$ cat src/hw/div_consts.svh
`ifndef DIV_CONSTS_SVH
`define DIV_CONSTS_SVH

// ****************************************
// divide stage widths and depths.
// ****************************************

`define DATA_W       32  // operand and result width.
`define REG_ADDR_W   5   // destination register address width.
`define REG_COUNT    32  // number of destination registers.

// requests that may wait behind the one in flight.
`define ISSUE_DEPTH  4

`endif

$ cat src/hw/div_pkg.sv
`include "div_consts.svh"

package div_pkg;

    // ****************************************
    // opcodes and divider phases.
    // ****************************************

    typedef enum logic {
        DIV_QUOT = 1'b0,  // result is the quotient.
        DIV_REM  = 1'b1   // result is the remainder.
    } div_op_e;

    typedef enum logic [1:0] {
        DIV_IDLE   = 2'd0,
        DIV_ITER   = 2'd1,
        DIV_FINISH = 2'd2,
        DIV_DONE   = 2'd3
    } div_state_e;

    // ****************************************
    // request and response records.
    // ****************************************

    typedef struct packed {
        logic                    en;
        div_op_e                 op;
        logic                    sign;      // one for a signed divide.
        logic [`DATA_W-1:0]      dividend;
        logic [`DATA_W-1:0]      divisor;
        logic [`REG_ADDR_W-1:0]  addr;
    } div_req_t;

    typedef struct packed {
        logic                    en;
        logic [`DATA_W-1:0]      result;
        logic [`REG_ADDR_W-1:0]  addr;
    } div_resp_t;

endpackage

$ cat src/hw/div_issue_queue.sv
`timescale 1ns/10ps

`include "div_consts.svh"

// Small circular buffer of divide requests in front of the divider.
module div_issue_queue (
    input  logic               clk,
    input  logic               reset,
    input  div_pkg::div_req_t  req,
    input  logic               ready,
    output div_pkg::div_req_t  issue,
    output logic               full
);

    localparam int PTR_W = $clog2(`ISSUE_DEPTH);
    localparam int CNT_W = $clog2(`ISSUE_DEPTH + 1);

    div_pkg::div_req_t mem [`ISSUE_DEPTH];

    logic [PTR_W-1:0] wr_ptr;
    logic [PTR_W-1:0] rd_ptr;
    logic [CNT_W-1:0] count;
    logic             push;
    logic             pop;

    assign full = (count == CNT_W'(`ISSUE_DEPTH));
    assign push = req.en && !full;
    assign pop  = ready && issue.en;  // divider takes the head on this edge.

    always_comb begin
        issue    = mem[rd_ptr];
        issue.en = (count != '0);
    end

    // ****************************************
    // pointers and fill level.
    // ****************************************

    always_ff @(posedge clk) begin
        if (reset) begin
            wr_ptr <= '0;
            rd_ptr <= '0;
            count  <= '0;
        end else begin
            if (push) begin
                wr_ptr <= (wr_ptr == PTR_W'(`ISSUE_DEPTH - 1)) ? '0 : wr_ptr + 1'b1;
            end
            if (pop) begin
                rd_ptr <= (rd_ptr == PTR_W'(`ISSUE_DEPTH - 1)) ? '0 : rd_ptr + 1'b1;
            end
            case ({push, pop})
                2'b10:   count <= count + 1'b1;
                2'b01:   count <= count - 1'b1;
                default: count <= count;
            endcase
        end
    end

    always_ff @(posedge clk) begin
        if (push) begin
            mem[wr_ptr] <= req;
        end
    end

endmodule

$ cat src/hw/div_result_regfile.sv
`timescale 1ns/10ps

`include "div_consts.svh"

// Destination registers written by divider results.
// Register zero is hardwired to zero.
module div_result_regfile (
    input  logic                   clk,
    input  logic                   reset,
    input  div_pkg::div_resp_t     resp,
    input  logic [`REG_ADDR_W-1:0] rd_addr,
    output logic [`DATA_W-1:0]     rd_data
);

    logic [`DATA_W-1:0] regs [`REG_COUNT];

    always_ff @(posedge clk) begin
        if (reset) begin
            for (int i = 0; i < `REG_COUNT; i++) begin
                regs[i] <= '0;
            end
        end else if (resp.en && (resp.addr != '0)) begin
            regs[resp.addr] <= resp.result;
        end
    end

    // read port is combinational.
    assign rd_data = (rd_addr == '0) ? '0 : regs[rd_addr];

endmodule

$ cat src/hw/div_stage_top.sv
`timescale 1ns/10ps

`include "div_consts.svh"

// Divide stage: issue queue, iterative divider and result registers.
module div_stage_top (
    input  logic                   clk,
    input  logic                   reset,
    input  div_pkg::div_req_t      req,
    output logic                   full,
    output logic                   busy,
    output div_pkg::div_resp_t     resp,
    input  logic [`REG_ADDR_W-1:0] rd_addr,
    output logic [`DATA_W-1:0]     rd_data
);

    div_pkg::div_req_t issue;
    logic              ready;

    div_issue_queue u_queue (
        .clk   (clk),
        .reset (reset),
        .req   (req),
        .ready (ready),
        .issue (issue),
        .full  (full)
    );

    div_unit u_div (
        .clk   (clk),
        .reset (reset),
        .issue (issue),
        .ready (ready),
        .busy  (busy),
        .resp  (resp)  // also leaves the stage unchanged.
    );

    div_result_regfile u_regfile (
        .clk     (clk),
        .reset   (reset),
        .resp    (resp),
        .rd_addr (rd_addr),
        .rd_data (rd_data)
    );

endmodule

$ cat src/hw/div_unit.sv
`timescale 1ns/10ps

`include "div_consts.svh"

// Restoring divider, one quotient bit per cycle.
// Only the significant bit positions of the operands are iterated.
module div_unit (
    input  logic                clk,
    input  logic                reset,
    input  div_pkg::div_req_t   issue,
    output logic                ready,
    output logic                busy,
    output div_pkg::div_resp_t  resp
);

    // ****************************************
    // operand magnitudes and bit lengths.
    // ****************************************

    logic [`DATA_W-1:0] a_mag;
    logic [`DATA_W-1:0] b_mag;
    logic [5:0]         m;
    logic [5:0]         n;
    logic [5:0]         span;
    logic               early_out;
    logic               dividend_neg;
    logic               divisor_neg;

    assign dividend_neg = issue.sign && issue.dividend[`DATA_W-1];
    assign divisor_neg  = issue.sign && issue.divisor[`DATA_W-1];

    assign a_mag = dividend_neg ? (~issue.dividend + 1'b1) : issue.dividend;
    assign b_mag = divisor_neg ? (~issue.divisor + 1'b1) : issue.divisor;

    log2_plus_one u_log2_dividend (
        .value (a_mag),
        .pos   (m)
    );

    log2_plus_one u_log2_divisor (
        .value (b_mag),
        .pos   (n)
    );

    assign early_out = (m < n) || (n == 6'd0);  // nothing to iterate.
    assign span      = m - n;

    // ****************************************
    // state and datapath registers.
    // ****************************************

    div_pkg::div_state_e state;
    logic [5:0]          step_cnt;

    logic [2*`DATA_W-1:0]   rem;
    logic [2*`DATA_W-1:0]   dvs;
    logic [`DATA_W-1:0]     quot;
    div_pkg::div_op_e       op_q;
    logic                   dividend_sign;
    logic                   divisor_sign;
    logic [`REG_ADDR_W-1:0] addr_q;

    logic               accept;
    logic               step_sub;
    logic [`DATA_W-1:0] rem_fixed;
    logic [`DATA_W-1:0] quot_fixed;

    assign ready  = (state == div_pkg::DIV_IDLE);
    assign accept = ready && issue.en;

    assign step_sub = (rem >= dvs);

    // the remainder follows the dividend, the quotient the sign difference.
    assign rem_fixed  = dividend_sign ? (~rem[`DATA_W-1:0] + 1'b1) : rem[`DATA_W-1:0];
    assign quot_fixed = (dividend_sign != divisor_sign) ? (~quot + 1'b1) : quot;

    always_ff @(posedge clk) begin
        if (reset) begin
            state    <= div_pkg::DIV_IDLE;
            step_cnt <= 6'd0;
            busy     <= 1'b0;
            resp     <= '0;
        end else begin
            case (state)
                div_pkg::DIV_IDLE: begin
                    if (accept) begin
                        busy <= 1'b1;
                        if (early_out) begin
                            state <= div_pkg::DIV_FINISH;
                        end else begin
                            state    <= div_pkg::DIV_ITER;
                            step_cnt <= span;  // span + 1 subtract steps.
                        end
                    end
                end
                div_pkg::DIV_ITER: begin
                    if (step_cnt == 6'd0) begin
                        state <= div_pkg::DIV_FINISH;
                    end else begin
                        step_cnt <= step_cnt - 6'd1;
                    end
                end
                div_pkg::DIV_FINISH: begin
                    state       <= div_pkg::DIV_DONE;
                    busy        <= 1'b0;
                    resp.en     <= 1'b1;
                    resp.result <= (op_q == div_pkg::DIV_REM) ? rem_fixed : quot_fixed;
                    resp.addr   <= addr_q;
                end
                default: begin
                    state <= div_pkg::DIV_IDLE;  // one dead cycle after the pulse.
                    resp  <= '0;
                end
            endcase
        end
    end

    always_ff @(posedge clk) begin
        if (accept) begin
            op_q   <= issue.op;
            addr_q <= issue.addr;
            quot   <= '0;
            if (early_out) begin
                // raw dividend goes out unchanged as the remainder.
                rem           <= {{`DATA_W{1'b0}}, issue.dividend};
                dvs           <= '0;
                dividend_sign <= 1'b0;
                divisor_sign  <= 1'b0;
            end else begin
                rem           <= {{`DATA_W{1'b0}}, a_mag};
                dvs           <= {{`DATA_W{1'b0}}, b_mag} << span;
                dividend_sign <= dividend_neg;
                divisor_sign  <= divisor_neg;
            end
        end else if (state == div_pkg::DIV_ITER) begin
            if (step_sub) begin
                rem  <= rem - dvs;
                quot <= {quot[`DATA_W-2:0], 1'b1};
            end else begin
                quot <= {quot[`DATA_W-2:0], 1'b0};
            end
            dvs <= dvs >> 1;
        end
    end

endmodule

$ cat src/hw/log2_plus_one.sv
`timescale 1ns/10ps

`include "div_consts.svh"

// Returns the position of the highest set bit plus one.
// A zero input gives zero, a value with bit 31 set gives 32.
module log2_plus_one (
    input  logic [`DATA_W-1:0] value,
    output logic [5:0]         pos
);

    logic found;

    always_comb begin
        pos   = 6'd0;
        found = 1'b0;
        // scan down from the top bit and keep the first one seen.
        for (int i = `DATA_W - 1; i >= 0; i--) begin
            if (!found && value[i]) begin
                pos   = 6'(i + 1);
                found = 1'b1;
            end
        end
    end

endmodule
$ cat config.mk
export PLATFORM = sky130hd
export DESIGN_NAME = div_stage_top
export DESIGN_NICKNAME = d
export VERILOG_FILES = /design/src/hw/div_pkg.sv /design/src/hw/div_issue_queue.sv /design/src/hw/div_result_regfile.sv /design/src/hw/div_stage_top.sv /design/src/hw/div_unit.sv /design/src/hw/log2_plus_one.sv
export VERILOG_INCLUDE_DIRS = /design/src /design/src/hw
export SDC_FILE = /design/constraint.sdc
export NUM_CORES = 2
export LEC_CHECK = 0
export BUFFER_PORTS_ARGS = -buffer_cell sky130_fd_sc_hd__buf_2
export CAP_MARGIN = 20
export CELL_PAD_IN_SITES_DETAIL_PLACEMENT = 2
export CELL_PAD_IN_SITES_GLOBAL_PLACEMENT = 2
export CORE_AREA = 2 2 473 475
export CTS_CLUSTER_DIAMETER = 30
export DETAILED_ROUTE_END_ITERATION = 6
export DIE_AREA = 0 0 475 477
export PLACE_DENSITY_LB_ADDON = 0.1
export SYNTH_ARGS = -nofsm -noshare
export SYNTH_HDL_FRONTEND = slang
export SYNTH_HIERARCHICAL = 1
export SYNTH_SLANG_ARGS = --single-unit
export TNS_END_PERCENT = 100
$ cat constraint.sdc
create_clock -name clk -period 12.91 [get_ports clk]
set_input_delay 3.2275 -clock clk [delete_from_list [all_inputs] [get_ports clk]]
set_output_delay 3.2275 -clock clk [all_outputs]
set_load 0.02 [all_outputs]
==> impl_metrics.toml <==
[outcome]
status = "finished, violations left"
violations = "design-rule violations"

[timing]
rsz0062_at_grt = "no"
maxSlewViolCount = 0
final.min_clock_period_ns = 9.955
slew_headroom_pct = 22.86
fmax_ghz = 0.1005
finClkSkew_ns = 0.09732
hold_viol_final = 0
worstMarginPinSlew_ns = 1.125
setup_viol = 0
setup-tns-final_ns = 0
fin_crit_sh_pct = 77.11

[floorplanning]
die_w_um = 475
start_util_pct = 34.89
pin_count = 151
coreArea_sq_mm = 0.2214
fp-row-count = 173
die_area_sq_mm = 0.2266
dieHeight_um = 477

[clock_tree]
cts_tree = "done"
post_cts.repair.setup_buffers = 0
cts_buffers = 418
path_clk_slew_ns = 0.05
clkSinkCount = 1532
clk_latency_ns = 0.97
ctsResizeCount = 0
root_buffer = "clkbuf_16"
cts-htree-levels = 5
hold_buffers = 0
clockBufferDepth = 4

[place]
gp_routability_congestion = 0.8332
place_inst = 8788
io_buffers = 150
dpl.hpwl_mm = 188.1

[logic_synthesis]
synthArstFlopShare_pct = 0
syn_inst = 5928
synthAdderAreaFrac_pct = 1.471
synth_top_area_share_pct = 56.13
ys_types = 104
synth_top_family_by_area = "simple AND/OR/NAND/NOR gates"
synth-compound-area-share_pct = 8.365
synth_edf_count = 1444
synthFlopType = "edfxtp_1"
avgSynthCellArea_sq_um = 13.03
synthMuxAreaShare_pct = 11.37
yosysTopAreaCell = "edfxtp_1"
synth-simple-area-share_pct = 14.60
synthXorXnorAreaFrac_pct = 2.277
synthesis.area_sq_mm = 0.07725
ys_warn_count = 6
synth_seq_cells = 1532
ys_seq_area_share_pct = 58.41
synth.area.top_cells = "edfxtp_1, mux4_2, and2_1, dfxtp_1, clkbuf_1"

[grt]
grt_usage_pct = 25.55
antenna_found_initial = 22
grt_pass1_wl_mm = 419.7
grt_max_degree = 90
grt_pass1_vias = 57340
grt_overflow = 0

[detailed_routing]
first_pass_iters = 7
viasPerCell = 5.486
drc = 4
routed_wl_mm = 292.9
vias = 52460
wl_per_cell_um = 30.63
drt_iter0_drc = 3345
ant_nets = 0

[min_path]
whs_path_depth = 2
holdCritPathClass = "reg -> reg"
min_to = "u_div/resp[11]"
hold_path.startpoint = "u_div/resp[11]"

[setup_path]
path_max_fanout = 44
critPathLaunchType = "flop"
r2r-end = "u_div/dvs[13]"
arrival_ns = 10.69
endpoint_kind = "flop"
worstPathRequired_ns = 13.64
cp_common_cell = "nor2_1"
reg2reg_slack_ns = 2.95
slowest_delay_ns = 0.89
r2r_cells = 26
cp_slowest_cell = "nor2_1"
critPathKind = "reg -> reg"

[power_and_ir_drop]
power_density_mw_per_mm2 = 323.5
power_leakage_uw = 0.03492
vdd_drop_max_uv = 417.6

[cells_and_area]
fin_cells = 9563
drive_gt1_share_pct = 21.56
n_fill_cell = 21750
nets = 6406
area_delta_synth_final_pct = 22.77

[flow_run]
cap_violations = 0
## flip-flops by register name (all words and copies together) (netlist names), named ones only
signal               count
u_div/op_q               1
u_div/addr_q             5
u_div/step_cnt           6
u_div/rem               64
u_queue/wr_ptr           2
u_div/state              2
u_queue/count            3
u_regfile/regs        1024
u_div/busy               1
u_queue/rd_ptr           2
u_div/dvs               64
u_div/resp              38
u_div/divisor_sign       1
u_queue/mem            284
u_div/dividend_sign      1
u_div/quot              32
## critical path: cells and delay by family (launching register included)
family / cells / cell delay, ns
compound gates: 8 / 1.46
xor+xnor: 1 / 0.19
fa+ha+maj: 2 / 0.56
buf+inv: 3 / 0.56
flops: 1 / 0.74
mux: 1 / 0.62
simple gates: 11 / 5.53
## layout make-up
| cell class | instances | area, sq um | area share, % |
|---|---|---|---|
| sequential | 1532 | 45130 | 47.58 |
| clock buffer | 509 | 10990 | 11.58 |
| antenna | 19 | 47.55 | 0.05013 |
| multi-input combinational | 3798 | 29780 | 31.40 |
| timing repair buffer | 335 | 2297 | 2.422 |
| clock inverter | 242 | 2298 | 2.423 |
| inverter | 153 | 578.1 | 0.6095 |
| tap | 2975 | 3722 | 3.925 |
## Yosys cell counts, types with 14 or more instances
cell type / n
edfxtp_1: 1444
and2_1: 1012
clkbuf_1: 364
mux4_2: 308
nor2_1: 308
nand2_1: 283
a21oi_1: 223
inv_1: 150
o21ai_0: 133
mux2i_1: 129
xnor2_1: 100
xor2_1: 99
dfxtp_1: 88
ha_1: 86
nor3_1: 68
o21ai_1: 58
a211oi_1: 54
a22oi_1: 53
nor2b_1: 50
a21o_1: 49
mux2_2: 47
nand3_1: 46
or2_2: 43
o211ai_1: 42
buf_2: 41
a311oi_1: 39
a221oi_1: 36
a31oi_1: 36
nand4_1: 36
nor4_1: 35
o31ai_1: 28
buf_6: 27
nand2b_1: 25
or3_1: 25
o22ai_1: 23
and3_1: 22
buf_1: 21
buf_4: 21
o41ai_1: 18
or4_1: 18
o21bai_1: 16
o2111ai_1: 14
## how the worst max path moves through the flow
stage | from | to | slack (ns) | cells past startpoint
floorplan | rd_addr[1] | rd_data[10] | 4.90 | 7
global route | flop | u_div/dvs[13] | 2.20 | 29
finish | flop | u_div/dvs[13] | 2.95 | 26
detailed placement | flop | u_div/dvs[1] | 2.99 | 29
CTS | flop | u_div/dvs[1] | 2.93 | 29
global placement | rd_addr[0] | rd_data[13] | 2.87 | 8
## stage by stage
stage                     cell area [sq um]  util (%)  power (uW)  setup WS, ns  hold WS [ns]
after detailed placement              81410     36.76       20960         2.988        0.4491
final                                 94840     42.83       30680         2.955        0.4539
after global routing                  94800     42.81       32250         2.201        0.4826
after floorplan                       77370         -       15530         4.898        0.4634
after CTS                             94700     42.76       30910         2.929        0.4544
after global placement                81330     36.73       20790         2.873        0.4435
## cell families after synthesis
group                    count (synthesis)
adder cells (fa/ha/maj)                 89
multiplexers                           485
flip-flops                            1532
buffers and inverters                  629
XOR/XNOR                               200
AO/OA/AOI/OAI                          959
other                                    1
AND/OR/NAND/NOR                       2033
## layer usage
layer	track usage (%)	part of all wire, %
met1	30.38	40
met2	46.91	53
met3	3.735	4.0
met4	8.191	3.0
met5	0	0.016
## report_power, final
group	internal, uW	switching, uW	leakage (uW)
clock	6740	3030	0.00651
combinational	4470	9820	0.0132
sequential	6280	349	0.0152
total	17500	13200	0.0349
## placed cells by master (no fill, tap or decap), types with 49 or more instances in the layout
cell and instances:
edfxtp_1 1444, inv_1 148, clkinv_2 92, nor2b_1 49
xnor2_1 96, a21oi_1 223, ha_1 84, mux4_2 308
clkbuf_16 422, buf_4 173, xor2_1 96, buf_2 147
clkbuf_1 77, o21ai_0 133, nor3_1 67, nand2_1 282
mux2i_1 129, and2_1 1012, dfxtp_1 86, a21o_1 49
o21ai_1 58, clkinv_1 81, nor2_1 277, a22oi_1 53
a211oi_1 52
(Power assumes the default switching activity.)
